**src/source/i2c_pkg.sv**
```systemverilog
package i2c_pkg;

    // bus timing, kept fast for simulation
    localparam int sys_clk_hz = 250_000_000;
    localparam int scl_hz     = 2_500_000;

    // cycles per scl half period, rounded up
    localparam int half_period   = (sys_clk_hz + 2 * scl_hz - 1) / (2 * scl_hz);
    localparam int half_period_w = $clog2(half_period);

    // timer values for the end and the middle of a half period
    localparam logic [half_period_w-1:0] tick_last = half_period_w'(half_period - 1);
    localparam logic [half_period_w-1:0] tick_mid  = half_period_w'(half_period / 2);

    // read fifo, depth must be a power of two
    localparam int rd_fifo_depth = 4;
    localparam int rd_fifo_aw    = $clog2(rd_fifo_depth);

    localparam int len_w  = 8;
    localparam int addr_w = 7;

    // r/w bit of the address byte
    localparam logic rw_write = 1'b0;
    localparam logic rw_read  = 1'b1;

    typedef enum logic [3:0] {
        idle,
        start_hi,
        start_fall,
        start_hold,
        addr_load,
        byte_load,
        bit_low,
        bit_high,
        ack_low,
        ack_high,
        ack_check,
        restart,
        stop_prep,
        stop_rise,
        finish
    } engine_state_t;

endpackage

```
**src/source/i2c_engine.sv**
```systemverilog
`timescale 1ns/1ps

module i2c_engine (
    input  logic                        clk,
    input  logic                        rst_n,
    input  logic                        start,
    input  logic [i2c_pkg::addr_w-1:0]  addr7,
    input  logic [i2c_pkg::len_w-1:0]   wr_len,
    input  logic [i2c_pkg::len_w-1:0]   rd_len,
    input  logic [7:0]                  wr_data,
    input  logic                        wr_valid,
    input  logic                        sda_in,
    input  logic                        scl_in,
    input  logic                        scl_rise,
    input  logic                        rd_full,
    output logic                        busy,
    output logic                        done,
    output logic                        nack_addr,
    output logic                        nack_data,
    output logic                        wr_ready,
    output logic                        sda_low,
    output logic                        scl_low,
    output logic                        push,
    output logic [7:0]                  push_data
);

    i2c_pkg::engine_state_t state;
    i2c_pkg::engine_state_t next;

    logic                              start_q;
    logic                              start_qq;
    logic                              start_pulse;
    logic                              start_ok;
    logic [i2c_pkg::half_period_w-1:0] cnt;
    logic                              tick;
    logic                              mid;
    logic                              phase_wait;
    logic                              rise_seen;
    logic [2:0]                        bit_cnt;
    logic [7:0]                        tx_sr;
    logic [7:0]                        rx_sr;
    logic [i2c_pkg::len_w-1:0]         wr_rem;
    logic [i2c_pkg::len_w-1:0]         rd_rem;
    logic                              addr_byte;
    logic                              rd_phase;
    logic                              rx_byte;
    logic                              ack_bit;
    logic                              ack_nack;
    logic                              wr_accept;
    logic                              byte_end;

    always_ff @(posedge clk or negedge rst_n) begin
        if (!rst_n) begin
            start_q  <= 1'b0;
            start_qq <= 1'b0;
        end else begin
            start_q  <= start;
            start_qq <= start_q;
        end
    end

    assign start_pulse = start_q & ~start_qq;
    assign start_ok    = start_pulse && (state == i2c_pkg::idle) &&
                         ((wr_len != '0) || (rd_len != '0));

    assign rx_byte   = rd_phase && !addr_byte;  // master receives this byte
    assign ack_nack  = ack_bit && !rx_byte;
    assign wr_ready  = (state == i2c_pkg::byte_load);
    assign wr_accept = wr_ready && wr_valid;
    assign byte_end  = (state == i2c_pkg::bit_high) && (next == i2c_pkg::ack_low);
    assign push_data = rx_sr;

    // hold the timer while the line is not yet where it should be
    always_comb begin
        case (state)
            i2c_pkg::start_hi:  phase_wait = !(scl_in && sda_in);
            i2c_pkg::bit_high,
            i2c_pkg::ack_high:  phase_wait = !rise_seen;  // slave may stretch scl
            i2c_pkg::stop_rise: phase_wait = !scl_in;
            default:            phase_wait = 1'b0;
        endcase
    end

    assign tick = (cnt == i2c_pkg::tick_last) && !phase_wait;
    assign mid  = (cnt == i2c_pkg::tick_mid);

    // half period timer, restarts at every phase change
    always_ff @(posedge clk or negedge rst_n) begin
        if (!rst_n) begin
            cnt       <= '0;
            rise_seen <= 1'b0;
        end else begin
            if (state != next || phase_wait || tick)
                cnt <= '0;
            else
                cnt <= cnt + 1'b1;

            if (state != next)
                rise_seen <= 1'b0;
            else if (scl_rise)
                rise_seen <= 1'b1;
        end
    end

    always_ff @(posedge clk or negedge rst_n) begin
        if (!rst_n)
            state <= i2c_pkg::idle;
        else
            state <= next;
    end

    always_comb begin
        next = state;
        case (state)
            i2c_pkg::idle:       if (start_ok)  next = i2c_pkg::start_hi;
            i2c_pkg::start_hi:   if (tick)      next = i2c_pkg::start_fall;
            i2c_pkg::start_fall:                next = i2c_pkg::start_hold;
            i2c_pkg::start_hold: if (tick)      next = i2c_pkg::addr_load;
            i2c_pkg::addr_load:                 next = i2c_pkg::bit_low;
            i2c_pkg::byte_load:  if (wr_accept) next = i2c_pkg::bit_low;
            i2c_pkg::bit_low:    if (tick)      next = i2c_pkg::bit_high;
            i2c_pkg::bit_high: begin
                if (tick)
                    next = (bit_cnt == 3'd7) ? i2c_pkg::ack_low : i2c_pkg::bit_low;
            end
            i2c_pkg::ack_low:    if (tick)      next = i2c_pkg::ack_high;
            i2c_pkg::ack_high:   if (tick)      next = i2c_pkg::ack_check;
            i2c_pkg::ack_check: begin
                if (ack_nack)
                    next = i2c_pkg::stop_prep;
                else if (!rd_phase) begin
                    if (wr_rem != '0)
                        next = i2c_pkg::byte_load;
                    else if (rd_rem != '0)
                        next = i2c_pkg::restart;  // combined transfer
                    else
                        next = i2c_pkg::stop_prep;
                end else if (rd_rem == '0)
                    next = i2c_pkg::stop_prep;
                else if (!rd_full)
                    next = i2c_pkg::bit_low;  // otherwise stall with scl low
            end
            i2c_pkg::restart:    if (tick)      next = i2c_pkg::start_hi;
            i2c_pkg::stop_prep:  if (tick)      next = i2c_pkg::stop_rise;
            i2c_pkg::stop_rise:  if (tick)      next = i2c_pkg::finish;
            i2c_pkg::finish:                    next = i2c_pkg::idle;
            default:                            next = i2c_pkg::idle;
        endcase
    end

    always_ff @(posedge clk or negedge rst_n) begin
        if (!rst_n) begin
            busy      <= 1'b0;
            done      <= 1'b0;
            nack_addr <= 1'b0;
            nack_data <= 1'b0;
            sda_low   <= 1'b0;
            scl_low   <= 1'b0;
            push      <= 1'b0;
            wr_rem    <= '0;
            rd_rem    <= '0;
            bit_cnt   <= '0;
            addr_byte <= 1'b0;
            rd_phase  <= 1'b0;
            ack_bit   <= 1'b0;
        end else begin
            done <= 1'b0;
            push <= 1'b0;

            if (start_ok) begin
                busy      <= 1'b1;
                nack_addr <= 1'b0;
                nack_data <= 1'b0;
                wr_rem    <= wr_len;
                rd_rem    <= rd_len;
            end

            // actions on entry to a state
            if (state != next) begin
                case (next)
                    i2c_pkg::start_hi: begin
                        scl_low <= 1'b0;
                        sda_low <= 1'b0;
                    end
                    i2c_pkg::start_fall: sda_low <= 1'b1;  // start condition
                    i2c_pkg::addr_load,
                    i2c_pkg::byte_load,
                    i2c_pkg::bit_low,
                    i2c_pkg::ack_low,
                    i2c_pkg::ack_check,
                    i2c_pkg::restart,
                    i2c_pkg::stop_prep: scl_low <= 1'b1;
                    i2c_pkg::bit_high,
                    i2c_pkg::ack_high,
                    i2c_pkg::stop_rise: scl_low <= 1'b0;
                    i2c_pkg::finish: begin
                        sda_low <= 1'b0;  // stop condition
                        done    <= 1'b1;
                    end
                    i2c_pkg::idle: busy <= 1'b0;
                    default: ;
                endcase
            end

            // sda moves only in the middle of a low phase
            if (mid) begin
                case (state)
                    i2c_pkg::bit_low:   sda_low <= rx_byte ? 1'b0 : ~tx_sr[7];
                    i2c_pkg::ack_low:   sda_low <= rx_byte && (rd_rem != '0);  // nack last
                    i2c_pkg::restart:   sda_low <= 1'b0;
                    i2c_pkg::stop_prep: sda_low <= 1'b1;
                    default: ;
                endcase
            end

            if (state == i2c_pkg::addr_load) begin
                addr_byte <= 1'b1;
                rd_phase  <= (wr_rem == '0);
                bit_cnt   <= '0;
            end else if (state == i2c_pkg::bit_high && tick) begin
                bit_cnt <= bit_cnt + 1'b1;
            end

            if (wr_accept)
                wr_rem <= wr_rem - 1'b1;

            if (byte_end && rx_byte) begin
                push   <= 1'b1;
                rd_rem <= rd_rem - 1'b1;
            end

            if (state == i2c_pkg::ack_high && scl_rise)
                ack_bit <= sda_in;

            if (state == i2c_pkg::ack_check) begin
                if (ack_nack) begin
                    if (addr_byte)
                        nack_addr <= 1'b1;
                    else
                        nack_data <= 1'b1;
                end
                if (next != i2c_pkg::ack_check)
                    addr_byte <= 1'b0;
            end
        end
    end

    // shift registers
    always_ff @(posedge clk) begin
        if (state == i2c_pkg::addr_load)
            tx_sr <= {addr7, (wr_rem == '0) ? i2c_pkg::rw_read : i2c_pkg::rw_write};
        else if (wr_accept)
            tx_sr <= wr_data;
        else if (state == i2c_pkg::bit_high && tick)
            tx_sr <= {tx_sr[6:0], 1'b0};

        if (state == i2c_pkg::bit_high && scl_rise)
            rx_sr <= {rx_sr[6:0], sda_in};  // msb first
    end

endmodule

```
**config.mk**
```make
export PLATFORM = sky130hd
export DESIGN_NAME = i2c_engine
export DESIGN_NICKNAME = d
export VERILOG_FILES = /design/src/source/i2c_pkg.sv /design/src/source/i2c_engine.sv
export SDC_FILE = /design/constraint.sdc
export NUM_CORES = 1
export LEC_CHECK = 0
export BUFFER_PORTS_ARGS = -buffer_cell sky130_fd_sc_hd__buf_2
export CAP_MARGIN = 20
export CORE_MARGIN = 1
export CORE_UTILIZATION = 60
export DETAILED_ROUTE_END_ITERATION = 16
export PLACE_DENSITY = 0.84
export SLEW_MARGIN = 10
export SYNTH_ARGS = -nofsm -noshare
export SYNTH_HDL_FRONTEND = slang
export SYNTH_SLANG_ARGS = --single-unit
export TNS_END_PERCENT = 20
```
**constraint.sdc**
```tcl
create_clock -name clk -period 4.4 [get_ports clk]
set_input_delay 0.88 -clock clk [delete_from_list [all_inputs] [get_ports clk]]
set_output_delay 0.88 -clock clk [all_outputs]
set_load 0.005 [all_outputs]
```
==> impl_metrics.csv <==
group,metric,value,unit
run_status,outcome,"complete, no violations",
sta,setup_viol,0,
synthesis,ys_warn_count,0,
global_routing,gr-usage-all-layers,29.62,%
clock_network,ctsResizeCount,0,
critical_path,worstSetupPathType,"reg2reg",
synthesis,syn-cell-area,0.003341,mm^2
floorplanning,die_w,76.62,um
detailed_routing,postRouteAntennaNets,0,
layout,area_growth,15.39,%
sta,drv_slew,0,
layout,n_antenna_cell,0,
global_routing,grt_pass1_wl,13370,um
global_routing,grt_remaining_overflow,0,
sta,fin_skew,0.005336,ns
global_routing,grt_pass1_vias,2842,
detailed_routing,drtIter0Drc,252,
clock_network,clkTransAtPathRegs,0.07,ns
clock_network,postCtsSetupBuffers,0,
clock_network,cts_tree,"built",
sta,rsz0062_at_grt,"false",
power,p_clk_share,39.8,%
clock_network,numClockSinks,58,
detailed_routing,wl,7927,um
clock_network,cts_hold_buf,0,
placed_design,gp_congestion,0.9098,
sta,fin_ws,1.003,ns
synthesis,ys_seq_area_share,45.84,%
synthesis,ys_ff_latch,58,
clock_network,clock_latency,0.35,ns
detailed_routing,drtPass1Iterations,5,
sta,slew_headroom,37.57,%
power,p_seq_share,47.9,%
power,switchingPower,0.0003554,W
power,intPower,0.001007,W
critical_path,crit_path_start_kind,"flop",
detailed_routing,route.detailed.drc,0,
sta,final.setup.tns,0,ns
floorplanning,pin_count,55,
synthesis,yosysUniqueCellTypes,64,
layout,final_cell_area,0.003855,mm^2
power,pwr-share-comb,12.4,%
sta,period_needed,3.397,ns
clock_network,root_buffer,"clkbuf_8",
global_routing,grt_start_max_net_pins,43,
critical_path,cp_max_fo,14,
placed_design,post-place-ws,1.061,ns
floorplanning,fp.dieH,76.62,um
critical_path,cp.arrival,3.63,ns
placed_design,port_buffers,54,
detailed_routing,wire_per_inst,16.38,um
power,p_per_area,353.4,mW/mm^2
power,peakVddDrop,0.3181,mV
power,p_sw_share,26.08,%
synthesis,synth.avg_cell_area,9.280,um^2
detailed_routing,viasPerCell,6.215,
run,drv_cap,0,
critical_path,end_kind,"flop",
min_path,hold_path_class,"reg2reg",
sta,period_share,77.21,%
power,leakage,1.588,nW
clock_network,numCtsBuffers,9,
sta,fmax,294.4,MHz
synthesis,synthFlopType,"dfrtp_1",
floorplanning,floorplan.initialDensity,63.78,%
floorplanning,die-area,0.005870,mm^2
placed_design,placed_cell_area,0.003637,mm^2
sta,hold_viol_final,0,
synthesis,synth_edf_count,16,
critical_path,crit_required,4.63,ns
floorplanning,core,0.005238,mm^2
detailed_routing,vias,3008,
global_routing,antenna_found_initial,0,
synthesis,synth_nets,405,
layout,layout-drive-gt1-share,20.53,%
placed_design,dp_hpwl,5550,um
sta,tightestPinTransition,0.9365,ns
clock_network,clock_path_buffers,2,
layout,final_nets,454,
sta,hold-worst-slack,0.3823,ns
floorplanning,fp-row-count,26,
synthesis,syn-instance-count,360,
synthesis,async_flop_share,72.41,%
clock_network,h-tree-depth,3,
state kept, by name, summed over array words and instances (netlist names), 3 cells and up:
register,cells
cnt,6
wr_rem,8
bit_cnt,3
state,4
push_data,8
tx_sr,8
rd_rem,8
stage by stage:
stage	instances	utilization, %	power [W]
after floorplan	360	-	0.0007572
after global placement	468	69.45	0.0008168
after detailed placement	468	69.45	0.0008285
after CTS	484	73.60	0.001372
after global routing	484	73.60	0.001428
final	484	73.60	0.001362
area by class of cell:
class | instances | area [um^2]
multi-input cells | 267 | 1673
flip-flops and latches | 58 | 1531
fillers | 403 | 1383
repair buffers | 55 | 277.8
clock buffers | 10 | 137.6
well taps | 70 | 87.58
clock inverters | 6 | 80.08
inverters | 18 | 67.56
power groups by stage:
stage / clock network [W] / logic, W / registers [W]
floorplan: 0 / 0.000111 / 0.000646
global placement: 0 / 0.000158 / 0.000659
detailed placement: 0 / 0.000168 / 0.000661
CTS: 0.000551 / 0.000169 / 0.000651
global route: 0.000577 / 0.000191 / 0.000660
finish: 0.000542 / 0.000168 / 0.000652
cell usage in the layout (no fill, tap or decap), drive strengths merged, types with 8 or more instances in the layout:
cell type and n:
clkbuf 10, nor3 12, dfrtp 42, edfxtp 16, o21ai 18, nor4 11
or3 8, inv 18, nand3 18, nor2b 8, a31oi 11, buf 55
nor2 34, nand2b 8, nand2 41, a21oi 20
synthesized netlist by cell type, types with 3 or more instances:
library cell | n | area share (%)
ha_1 | 6 | 2.2
nand2_1 | 41 | 4.6
nor3_1 | 11 | 1.6
mux2_2 | 3 | 1.0
nand3b_1 | 3 | 0.67
edfxtp_1 | 16 | 14
or3_1 | 8 | 1.5
and2_1 | 4 | 0.75
mux2i_1 | 4 | 1.2
nor2_1 | 34 | 3.8
o221a_2 | 4 | 1.3
a41oi_1 | 3 | 0.79
a21oi_1 | 20 | 3.0
a31oi_1 | 11 | 2.1
a311oi_1 | 3 | 0.79
nand3_1 | 18 | 2.7
inv_1 | 17 | 1.9
xnor2_1 | 3 | 0.79
xor2_1 | 3 | 0.79
nor2b_1 | 8 | 1.5
dfrtp_1 | 42 | 31
nor4_1 | 10 | 1.9
nand2b_1 | 8 | 1.5
o21a_1 | 4 | 0.90
nand4_1 | 3 | 0.56
clkbuf_1 | 13 | 1.5
o21ai_0 | 18 | 2.7
layer usage:
| layer | up-vias | track usage, % | part of all wire, % |
|---|---|---|---|
| met3 | 16 | 7.305 | 6.1 |
| met2 | 127 | 48.02 | 48 |
| met1 | 1435 | 38.05 | 44 |
| li1 | 1430 | - | - |
| met4 | 0 | 11.92 | 2.0 |
| met5 | - | 0 | 0 |
final timing paths:
path                                  startpoint                      to  slack, ns  cells past startpoint
setup / recovery           wr_rem[0]$_DFFE_PN0P_   rd_rem[7]$_DFFE_PN0P_       1.00                      9
hold / removal                 start_q$_DFF_PN0_      start_qq$_DFF_PN0_       0.38                      0
min in group asynchronous                  rst_n   wr_rem[3]$_DFFE_PN0P_       0.67                      1
hold reg to reg                start_q$_DFF_PN0_      start_qq$_DFF_PN0_       0.38                      0
max in group asynchronous                  rst_n  bit_cnt[2]$_DFFE_PN0P_       3.14                      1
setup reg to reg           wr_rem[0]$_DFFE_PN0P_   rd_rem[7]$_DFFE_PN0P_       1.00                      9
critical path, cell delays in order, from the launching register on:
cell and delay (ns):
dfrtp_1 0.41, inv_1 0.10, ha_1 0.18, or3b_1 0.44
or3_1 0.37, a41oi_1 0.39, nor4_4 0.12, nor3_2 0.63
mux2_2 0.42, o221a_2 0.24
cells by family after synthesis:
| group | share of synthesized area [%] |
|---|---|
| and+or+nand+nor | 24.68 |
| AOI/OAI and AO/OA | 19.03 |
| DFF | 45.84 |
| buffers and inverters | 4.082 |
| muxes | 2.547 |
| xor gates and xnor gates | 1.573 |
| adders and majority gates | 2.247 |
No activity file was read; power rests on OpenSTA's default activity.
