===== src/source/i2c_pkg.sv =====
package i2c_pkg;

    // bus timing, kept fast for simulation
    localparam int sys_clk_hz = 250_000_000;
    localparam int scl_hz     = 2_500_000;

    // cycles per scl half period, rounded up
    localparam int half_period   = (sys_clk_hz + 2 * scl_hz - 1) / (2 * scl_hz);
    localparam int half_period_w = $clog2(half_period);

    // timer values for the end and the middle of a half period
    localparam logic [half_period_w-1:0] tick_last = half_period_w'(half_period - 1);
    localparam logic [half_period_w-1:0] tick_mid  = half_period_w'(half_period / 2);

    // read fifo, depth must be a power of two
    localparam int rd_fifo_depth = 4;
    localparam int rd_fifo_aw    = $clog2(rd_fifo_depth);

    localparam int len_w  = 8;
    localparam int addr_w = 7;

    // r/w bit of the address byte
    localparam logic rw_write = 1'b0;
    localparam logic rw_read  = 1'b1;

    typedef enum logic [3:0] {
        idle,
        start_hi,
        start_fall,
        start_hold,
        addr_load,
        byte_load,
        bit_low,
        bit_high,
        ack_low,
        ack_high,
        ack_check,
        restart,
        stop_prep,
        stop_rise,
        finish
    } engine_state_t;

endpackage


===== src/source/i2c_rd_fifo.sv =====
`timescale 1ns/1ps

module i2c_rd_fifo (
    input  logic       clk,
    input  logic       rst_n,
    input  logic       push,
    input  logic [7:0] push_data,
    input  logic       rd_ready,
    output logic       full,
    output logic [7:0] rd_data,
    output logic       rd_valid
);

    logic [7:0]                    mem [i2c_pkg::rd_fifo_depth];
    logic [i2c_pkg::rd_fifo_aw-1:0] wr_ptr;
    logic [i2c_pkg::rd_fifo_aw-1:0] rd_ptr;
    logic [i2c_pkg::rd_fifo_aw:0]   count;
    logic                           wr_en;
    logic                           rd_en;

    assign full     = count[i2c_pkg::rd_fifo_aw];  // count == depth
    assign rd_valid = (count != '0);
    assign rd_data  = mem[rd_ptr];

    assign wr_en = push && !full;
    assign rd_en = rd_valid && rd_ready;

    always_ff @(posedge clk) begin
        if (wr_en)
            mem[wr_ptr] <= push_data;
    end

    // pointers wrap naturally
    always_ff @(posedge clk or negedge rst_n) begin
        if (!rst_n) begin
            wr_ptr <= '0;
            rd_ptr <= '0;
            count  <= '0;
        end else begin
            if (wr_en)
                wr_ptr <= wr_ptr + 1'b1;
            if (rd_en)
                rd_ptr <= rd_ptr + 1'b1;

            case ({wr_en, rd_en})
                2'b10:   count <= count + 1'b1;
                2'b01:   count <= count - 1'b1;
                default: count <= count;
            endcase
        end
    end

endmodule


===== config.mk =====
export PLATFORM = sky130hd
export DESIGN_NAME = i2c_rd_fifo
export DESIGN_NICKNAME = d
export VERILOG_FILES = /design/src/source/i2c_pkg.sv /design/src/source/i2c_rd_fifo.sv
export SDC_FILE = /design/constraint.sdc
export NUM_CORES = 1
export LEC_CHECK = 0
export BUFFER_PORTS_ARGS = -buffer_cell sky130_fd_sc_hd__buf_2
export CAP_MARGIN = 5
export CORE_UTILIZATION = 57
export CTS_BUF_LIST = sky130_fd_sc_hd__clkbuf_8
export CTS_CLUSTER_DIAMETER = 200
export CTS_CLUSTER_SIZE = 10
export DETAILED_ROUTE_END_ITERATION = 8
export GPL_TIMING_DRIVEN = 0
export PLACE_DENSITY_LB_ADDON = 0.2
export SLEW_MARGIN = 10
export SYNTH_ARGS = -nofsm -noshare
export SYNTH_HDL_FRONTEND = slang
export SYNTH_SLANG_ARGS = --single-unit
export TNS_END_PERCENT = 30

===== constraint.sdc =====
create_clock -name clk -period 2.6 [get_ports clk]
set_input_delay 0.39 -clock clk [delete_from_list [all_inputs] [get_ports clk]]
set_output_delay 0.39 -clock clk [all_outputs]
set_load 0.1 [all_outputs]

==> reports/metrics.csv, run 1 <==
metric;value;unit
status;finished clean;
rrSetupSlack;0.59;ns
min_to;mem[1][2]$_DFFE_PP_;
gr-total-overflow;0;
final_nets;127;
ys_seq_area_frac;0.723;
syn_inst;80;
postCtsResizedCells;0;
worstPathRequired;2.21;ns
post_cts_buffers;0;
routed_wl;2290;um
yosys.cell_types.count;20;
finClkSkew;0.00310;ns
cts-root-buf;clkbuf_8;
fin_tns_setup;0;ns
worst_path_largest_cell_delay;0.52;ns
synthArstFlopShare;0.179;
drt-pass1-iter-count;4;
areaGrowthSynthToFinish;14.9;%
ys_warn_count;0;
clkSinkCount;39;
worst_slew_pin_slew;0.491;ns
crit_type;flip-flop to primary output;
clk_latency;0.28;ns
die_y;54.5;um
cts_made_buffers;5;
cp_max_fo;10;
synth_flop_cell;edfxtp_1;
grtUsageTotal;0.198;
coreArea;0.00254;sq mm
synth_edf_count;32;
hold_viol;0;
routed_via_density;5.36;
rr_startpoint;count[2]$_DFFE_PN0P_;
die_w;54.5;um
reg2reg_to;count[2]$_DFFE_PN0P_;
reg2regPathDepth;9;
rsz0062_at_grt;no;
clockBufferDepth;2;
start_util;0.618;
dieArea;0.00297;sq mm
antenna_cells;0;
gp_congestion;0.621;
grt_pass1_wl;3660;um
first_iter_violations;16;
vias;750;
wire_per_inst;16.3;um
syn_area_per_cell;19.6;sq um
min_period;2.03;ns
final_max_slew_viol_count;0;
holdPathStages;1;
grt_pass1_vias;815;
io_buffers;21;
max_freq;0.492;GHz
hp-class;input port to flip-flop;
crit_buf_inv;2;
ant_nets;0;
grt_max_degree;12;
hpwlAfterDp;1620;um
fin_crit_sh;0.782;
crit_path_end_kind;primary output;
cap_viol_max_count;0;
fp-row-count;18;
cts_tree;yes;
htreeDepth;2;
finalSetupViolCount;0;
crit_chain;buf_4 -> mux4_2 -> buf_2;
grt_antenna_before_repair;0;
clk_pin_slew;0.07;ns
ys_seq_elements;39;
io_pins;22;
cp_top_family;buffers and inverters;
critPathSlowestCell;mux4_2;
start_kind;flip-flop;
cp_data_arrival_time;1.64;ns
slew_headroom;0.675;
whs;0.321;ns
syn_nets;98;
synthesis.area;0.00157;sq mm
drive_gt1_frac;0.364;
min_from;push_data[2];
remaining_drc_errors;0;
[sequential cells by signal, summed over array words and instances (netlist names)]
register and cells:
count 3, mem 32, wr_ptr 2, rd_ptr 2
[routing by layer]
metal  vias to the layer above  part of all wire  GRT usage
li1                        354                 -          -
met4                         0             0.017     0.0897
met2                        18              0.51      0.343
met5                         -                 0          0
met1                       374              0.43      0.221
met3                         4             0.039     0.0611
[through the flow]
step	cell area [sq um]	cells	setup slack (ns)	utilization
finish	1810	140	0.566	0.709
global route	1810	140	0.463	0.709
CTS	1810	140	0.548	0.709
detailed placement	1720	131	0.544	0.674
global placement	1720	131	0.603	0.674
floorplan	1570	80	0.249	-
[cells in the final DEF, fill, tap and decap left out, types with 2 or more instances in the layout]
cell	n
ha_1	5
inv_1	7
clkbuf_8	5
and2_1	4
xor2_1	3
clkinv_1	2
mux4_2	8
edfxtp_1	32
buf_2	21
dfrtp_1	6
xnor2_1	3
[final cells by class]
type | count | area [sq um]
tap | 30 | 37.5
sequential | 39 | 1140
timing repair buffer | 22 | 115
clock buffer | 5 | 68.8
fill | 168 | 739
inverter | 6 | 22.5
clock inverter | 3 | 11.3
buffer | 3 | 16.3
multi-input combinational | 32 | 397
[cell families (layout without fill, tap and decap cells)]
kind of cell	count (synthesis)	after routing	share of synthesized area
adder cells (fa/ha/maj)	6	6	0.0525
flip-flops	39	39	0.723
buffers and inverters	9	39	0.0247
AND/OR/NAND/NOR	10	10	0.0422
AO/OA/AOI/OAI	1	1	0.00318
XOR/XNOR	6	6	0.0334
multiplexers	9	9	0.121
[how the worst max path moves through the flow]
stage	cells after the start	slack, ns	endpoint	start
after floorplan	8	0.25	count[2]$_DFFE_PN0P_	count[2]$_DFFE_PN0P_
after global placement	10	0.60	count[2]$_DFFE_PN0P_	push
after detailed placement	10	0.54	count[2]$_DFFE_PN0P_	push
after CTS	3	0.55	rd_data[0]	rd_ptr[0]$_DFFE_PN0P_
after global routing	9	0.46	count[2]$_DFFE_PN0P_	count[2]$_DFFE_PN0P_
final	3	0.57	rd_data[0]	rd_ptr[0]$_DFFE_PN0P_
[worst register-to-register path, stage by stage (launching register included)]
cell and delay, ns:
dfrtp_2 0.40, and2b_2 0.22, clkbuf_1 0.18, inv_1 0.09, ha_1 0.18, inv_1 0.06
fa_1 0.38, xor2_1 0.15, nor2_1 0.12, xor2_1 0.15
[synthesized netlist by cell type, types with 3 or more instances]
master / instances / area [sq um]
and2_1: 4 / 25.0
dfrtp_1: 7 / 175
edfxtp_1: 32 / 961
ha_1: 5 / 62.6
inv_1: 6 / 22.5
mux4_2: 8 / 180
xnor2_1: 3 / 26.3
xor2_1: 3 / 26.3
[repair_timing]
| action | CTS | global route |
|---|---|---|
| endpoints found under the hold margin | 7 | 0 |
| hold buffers | 1 | 0 |
| setup endpoints to repair | 0 | 0 |
Power of run 1 is left out: the tool's default activity adds up to more than one toggle a clock period on the data nets, which glitch-free logic cannot reach.
==> run 2, diff against run 1 <==
--- a/config.mk
+++ b/config.mk
@@ -7,7 +7,7 @@
 export LEC_CHECK = 0
 export BUFFER_PORTS_ARGS = -buffer_cell sky130_fd_sc_hd__buf_2
 export CAP_MARGIN = 5
-export CORE_UTILIZATION = 57
+export CORE_UTILIZATION = 52
 export CTS_BUF_LIST = sky130_fd_sc_hd__clkbuf_8
 export CTS_CLUSTER_DIAMETER = 200
 export CTS_CLUSTER_SIZE = 10
==> constraint.sdc (replaced) <==
create_clock -name clk -period 1.8 [get_ports clk]
set_input_delay 0.27 -clock clk [delete_from_list [all_inputs] [get_ports clk]]
set_output_delay 0.27 -clock clk [all_outputs]
set_load 0.1 [all_outputs]
==> run 2 against run 1 <==
Against the previous run: the run now ends with DRC, setup timing left; register-to-register slack worse by 0.67 ns; hold slack got worse by 0.11 ns; cell count increased by 2.9%; die area is 9.3% higher; global-route usage down 2.3 points; critical endpoint is now count[2]$_DFFE_PN0P_; routed wire length is 3.5% higher; non-clock buffer count increased by 3; via count up 2.5%.
==> reports/metrics.csv, run 2 (synthesis results as in run 1) <==
metric;value;unit;change
min_to;mem[2][1]$_DFFE_PP_;;
grt_pass1_wl;4020;um;+9.8%
cts_made_buffers;5;;unchanged
gr-total-overflow;0;;unchanged
rr_startpoint;count[2]$_DFFE_PN0P_;;
largest_register_ffs;32;;unchanged
vias;769;;+2.5%
ant_nets;0;;unchanged
final_max_slew_viol_count;0;;unchanged
finalSetupViolCount;2;;+2
drive_gt1_frac;0.425;;+0.0611
cp_data_arrival_time;2.04;ns;+0.40 ns
clkSinkCount;39;;unchanged
min_period;1.88;ns;
start_util;0.560;;-0.0573
drt-pass1-iter-count;6;;+2
clk_pin_slew;0.07;ns;about the same
htreeDepth;2;;unchanged
violations;DRC, setup timing;;
holdPathStages;1;;unchanged
dieArea;0.00325;sq mm;+9.3%
wire_per_inst;16.4;um;+0.58%
fin_crit_sh;1.04;;
rsz0062_at_grt;yes;;
grtUsageTotal;0.175;;-0.0231
remaining_drc_errors;4;;+4
start_kind;flip-flop;;
postLayoutCoreUtil;0.682;;-0.0279
top_regs;mem (32), count (3);;
reg2reg_to;count[2]$_DFFE_PN0P_;;
wl_met3;82;um;-8.9%
fin_ws;-0.0806;ns;-0.646 ns
clk_latency;0.28;ns;about the same
final_nets;130;;+2.4%
areaGrowthSynthToFinish;21.7;%;
crit_path_end_kind;flip-flop;;
slew_headroom;0.678;;+0.00337
coreArea;0.00281;sq mm;+10%
min_from;push_data[1];;
hpwlAfterDp;1620;um;+0.28%
hold_viol;0;;unchanged
die_w;57.0;um;+4.5%
cap_viol_max_count;0;;unchanged
place_ws;-0.187;ns;-0.731 ns
io_pins;22;;unchanged
final_common_cell;edfxtp_1;;
wl_met2;1240;um;+5.4%
fp-row-count;19;;+1
drt-met1-wl;1020;um;+3.5%
multi_input_area;412;sq um;+3.8%
status;complete, but fails checks;;
io_buffers;21;;unchanged
seq_area;0.00114;sq mm;+0.22%
cts-root-buf;clkbuf_8;;
grt_pass1_vias;816;;+0.12%
worst_slew_pin_slew;0.486;ns;-0.00509 ns
cp_max_fo;4;;-6
grt_antenna_before_repair;0;;unchanged
fillers;200;;+19%
worstPathRequired;1.96;ns;-0.25 ns
first_iter_violations;27;;+11
cts_tree;yes;;
die_y;57.0;um;+4.5%
layout_common_cells;edfxtp_1, buf_2, mux4_2;;
hp-class;input port to flip-flop;;
reg2regPathDepth;8;;-1
max_freq;0.532;GHz;
crit_type;flip-flop to flip-flop;;
rrSetupSlack;-0.08;ns;-0.67 ns
routed_via_density;5.34;;-0.31%
routed_wl;2370;um;+3.5%
antenna_cells;0;;unchanged
gp_congestion;0.622;;+0.31%
finClkSkew;0.00442;ns;+0.00132 ns
routed.top_layer;met4;;
regMostFlops;mem;;
grt_max_degree;12;;unchanged
clockBufferDepth;2;;unchanged
## run 2: changes by cell type in the layout (fill, tap and decap cells not counted), sizes merged
| cell | change |
|---|---|
| inv | +2 |
| clkbuf | -1 |
| clkinv | -2 |
| buf | +4 |
## run 2: stage by stage
step                area, sq um  setup TNS [ns]  std cells  hold slack, ns
floorplan                  1590          -0.927         80         -0.0256
detailed placement         1730          -0.323        132           0.114
CTS                        1910          -0.215        144           0.201
global placement           1730          -0.203        132           0.109
finish                     1910          -0.148        144           0.208
global route               1910          -0.590        144           0.201
## run 2: final cells by class
type / instances / area share
inverter: 6 / 0.0118
sequential: 39 / 0.596
buffer: 2 / 0.0105
clock buffer: 5 / 0.0360
multi-input combinational: 32 / 0.215
timing repair buffer: 26 / 0.104
clock inverter: 3 / 0.00589
tap: 31 / 0.0203
## run 2: worst max path at each step
stage | start | endpoint | slack [ns] | cells past startpoint
CTS | count[2]$_DFFE_PN0P_ | count[2]$_DFFE_PN0P_ | -0.11 | 8
detailed placement | count[2]$_DFFE_PN0P_ | count[2]$_DFFE_PN0P_ | -0.19 | 9
global route | count[2]$_DFFE_PN0P_ | count[2]$_DFFE_PN0P_ | -0.17 | 8
finish | count[2]$_DFFE_PN0P_ | count[2]$_DFFE_PN0P_ | -0.08 | 8
floorplan | count[2]$_DFFE_PN0P_ | count[2]$_DFFE_PN0P_ | -0.44 | 8
global placement | count[2]$_DFFE_PN0P_ | count[2]$_DFFE_PN0P_ | -0.13 | 9
## run 2: timing repair
| action | 4_1_cts | 5_1_grt |
|---|---|---|
| pin swaps | 6 | 3 |
| resized for setup | 20 | 0 |
| setup buffers | 4 | 0 |
| setup endpoints to repair | 10 | 10 |
| hold endpoints to repair | 7 | 0 |
| hold buffers | 1 | 0 |
## run 2: critical path, cell delays in order, from the launching register on
cell     delay, ns
dfrtp_4       0.49
or3_4         0.38
and2_4        0.17
ha_4          0.16
inv_2         0.05
fa_2          0.18
xor2_1        0.14
nor2_1        0.06
xor2_1        0.14
## run 2: per-layer routing
metal,global-route usage,vias to the layer above
met2,0.299,15
met4,0.0627,0
met1,0.212,392
li1,-,358
met3,0.0522,4
met5,0,-
Power of run 2 is left out for the same reason.
==> run 3, diff against run 2 <==
--- a/config.mk
+++ b/config.mk
@@ -7,6 +7,7 @@
 export LEC_CHECK = 0
 export BUFFER_PORTS_ARGS = -buffer_cell sky130_fd_sc_hd__buf_2
 export CAP_MARGIN = 5
+export CORE_MARGIN = 2
 export CORE_UTILIZATION = 52
 export CTS_BUF_LIST = sky130_fd_sc_hd__clkbuf_8
 export CTS_CLUSTER_DIAMETER = 200
==> run 3 against run 2 <==
Against the previous run: the flow still finishes with violations (DRC, setup timing); clock skew decreased by 0.00087 ns; via count increased by 1.0%; hold slack got worse by 0.0037 ns; utilization increased by 0.45 points; routed wire length increased by 2.7%; sequential share of layout area decreased by 0.39 points; clock-buffer cell count unchanged; design area increased by 0.65%; non-clock buffer count increased by 1; critical path depth unchanged; cell count increased by 0.69%.
==> reports/metrics.csv, run 3 (synthesis results as in run 1) <==
metric;value;unit;change
cp_data_arrival_time;2.05;ns;about the same
start_util;0.560;;unchanged
multi_input_area;412;sq um;unchanged
wire_per_inst;16.8;um;+2.0%
drt-pass1-iter-count;6;;unchanged
grt_antenna_before_repair;0;;unchanged
top_regs;mem (32), count (3);;
critPathSlowestCell;dfrtp_4;;
crit_chain;or3_4 -> and2_4 -> ha_4 -> inv_2 -> fa_2 -> xor2_1 -> nor2_1 -> xor2_1;;
dpl.cell_count;132;;unchanged
finalSetupViolCount;5;;+3
largest_register_ffs;32;;unchanged
cap_viol_max_count;0;;unchanged
grt_pass1_wl;4090;um;+1.9%
hold_viol;0;;unchanged
final_nets;131;;+0.77%
status;complete, but fails checks;;
remaining_drc_errors;1;;-3
crit_type;flip-flop to flip-flop;;
regMostFlops;mem;;
clkSinkCount;39;;unchanged
clk_latency;0.28;ns;about the same
gp_congestion;0.649;;+4.3%
rrSetupSlack;-0.09;ns;about the same
final_max_slew_viol_count;0;;unchanged
slew_headroom;0.678;;about the same
worstPathRequired;1.97;ns;about the same
hp-class;input port to flip-flop;;
worst_path_largest_cell_delay;0.49;ns;about the same
final_cells;145;;+0.69%
dieArea;0.00348;sq mm;+7.1%
io_pins;22;;unchanged
hpwlAfterDp;1660;um;+2.3%
seq_area;0.00114;sq mm;unchanged
post_dp_cell_area;0.00173;sq mm;unchanged
coreArea;0.00281;sq mm;unchanged
clockBufferDepth;2;;unchanged
violations;DRC, setup timing;;
worst_slew_pin_slew;0.487;ns;+0.000610 ns
rsz0062_at_grt;yes;;
fp-row-count;19;;unchanged
grtUsageTotal;0.171;;-0.00388
routed_wl;2430;um;+2.7%
crit_top_cell;xor2_1;;
fin_area;0.00192;sq mm;+0.65%
htreeDepth;2;;unchanged
fin_crit_sh;1.05;;+0.00444
crit_end;count[2]$_DFFE_PN0P_;;
reg2regPathDepth;8;;unchanged
die_y;59.0;um;+3.5%
crit_path_end_kind;flip-flop;;
startpoint;count[2]$_DFFE_PN0P_;;
cts_made_buffers;5;;unchanged
drive_gt1_frac;0.430;;+0.00505
grt_pass1_vias;879;;+7.7%
clk_pin_slew;0.07;ns;about the same
fillers;205;;+2.5%
max_freq;0.529;GHz;-0.42%
fin_ws;-0.0886;ns;-0.00799 ns
io_buffers;21;;unchanged
cts-root-buf;clkbuf_8;;
cp_max_fo;4;;unchanged
grt_max_degree;12;;unchanged
ant_nets;0;;unchanged
reg2reg_to;count[2]$_DFFE_PN0P_;;
layout_common_cells;edfxtp_1, buf_2, mux4_2;;
vias;777;;+1.0%
rr_startpoint;count[2]$_DFFE_PN0P_;;
routed_via_density;5.36;;+0.34%
finClkSkew;0.00355;ns;-0.000869 ns
min_period;1.89;ns;+0.00799 ns
cts_tree;yes;;
first_iter_violations;21;;-22%
fin_tns_setup;-0.211;ns;-0.0624 ns
start_kind;flip-flop;;
die_w;59.0;um;+3.5%
antenna_cells;0;;unchanged
final_common_cell;edfxtp_1;;
gr-total-overflow;0;;unchanged
areaGrowthSynthToFinish;22.5;%;
-- run 3: what timing repair did --
item	4_1_cts	5_1_grt
hold buffers	1	0
setup endpoints to repair	10	10
pin swaps	2	2
hold endpoints to repair	7	0
gates resized for setup	21	0
buffers inserted	4	1
-- run 3: area by class of cell --
class / count / area share
sequential: 39 / 0.592
clock buffer: 5 / 0.0358
tap: 31 / 0.0202
multi-input combinational: 32 / 0.214
clock inverter: 3 / 0.00585
buffer: 2 / 0.0104
inverter: 6 / 0.0117
timing repair buffer: 27 / 0.110
-- run 3: layer usage --
layer,track usage,vias to the layer above,share of wire
met2,0.294,16,0.53
met5,0,-,0
met1,0.203,396,0.42
li1,-,363,-
met3,0.0546,2,0.044
met4,0.0584,0,0.0041
-- run 3: worst max-delay path: cells and delay by family (launching register included) --
| kind | cells | cell delay [ns] |
|---|---|---|
| simple gates | 3 | 0.60 |
| flops | 1 | 0.49 |
| fa+ha+maj | 2 | 0.34 |
| xor+xnor | 2 | 0.29 |
| buf+inv | 1 | 0.05 |
-- run 3: worst min path at each step --
stage                             from               endpoint  slack (ns)  cells after the start
after floorplan                  rst_n   count[0]$_DFFE_PN0P_       -0.03                      0
after global placement           rst_n  rd_ptr[0]$_DFFE_PN0P_        0.11                      1
after detailed placement         rst_n  rd_ptr[0]$_DFFE_PN0P_        0.11                      1
after CTS                 push_data[0]    mem[1][0]$_DFFE_PP_        0.20                      1
after global routing      push_data[1]    mem[1][1]$_DFFE_PP_        0.20                      1
final                     push_data[4]    mem[1][4]$_DFFE_PP_        0.20                      1
-- run 3: through the flow --
| stage | util | worst slack [ns] | hold WS (ns) |
|---|---|---|---|
| after floorplan | - | -0.443 | -0.0256 |
| after CTS | 0.683 | -0.103 | 0.198 |
| after global routing | 0.686 | -0.166 | 0.202 |
| final | 0.686 | -0.0886 | 0.205 |
| after detailed placement | 0.618 | -0.176 | 0.113 |
| after global placement | 0.618 | -0.121 | 0.110 |
Power of run 3 is left out for the same reason.
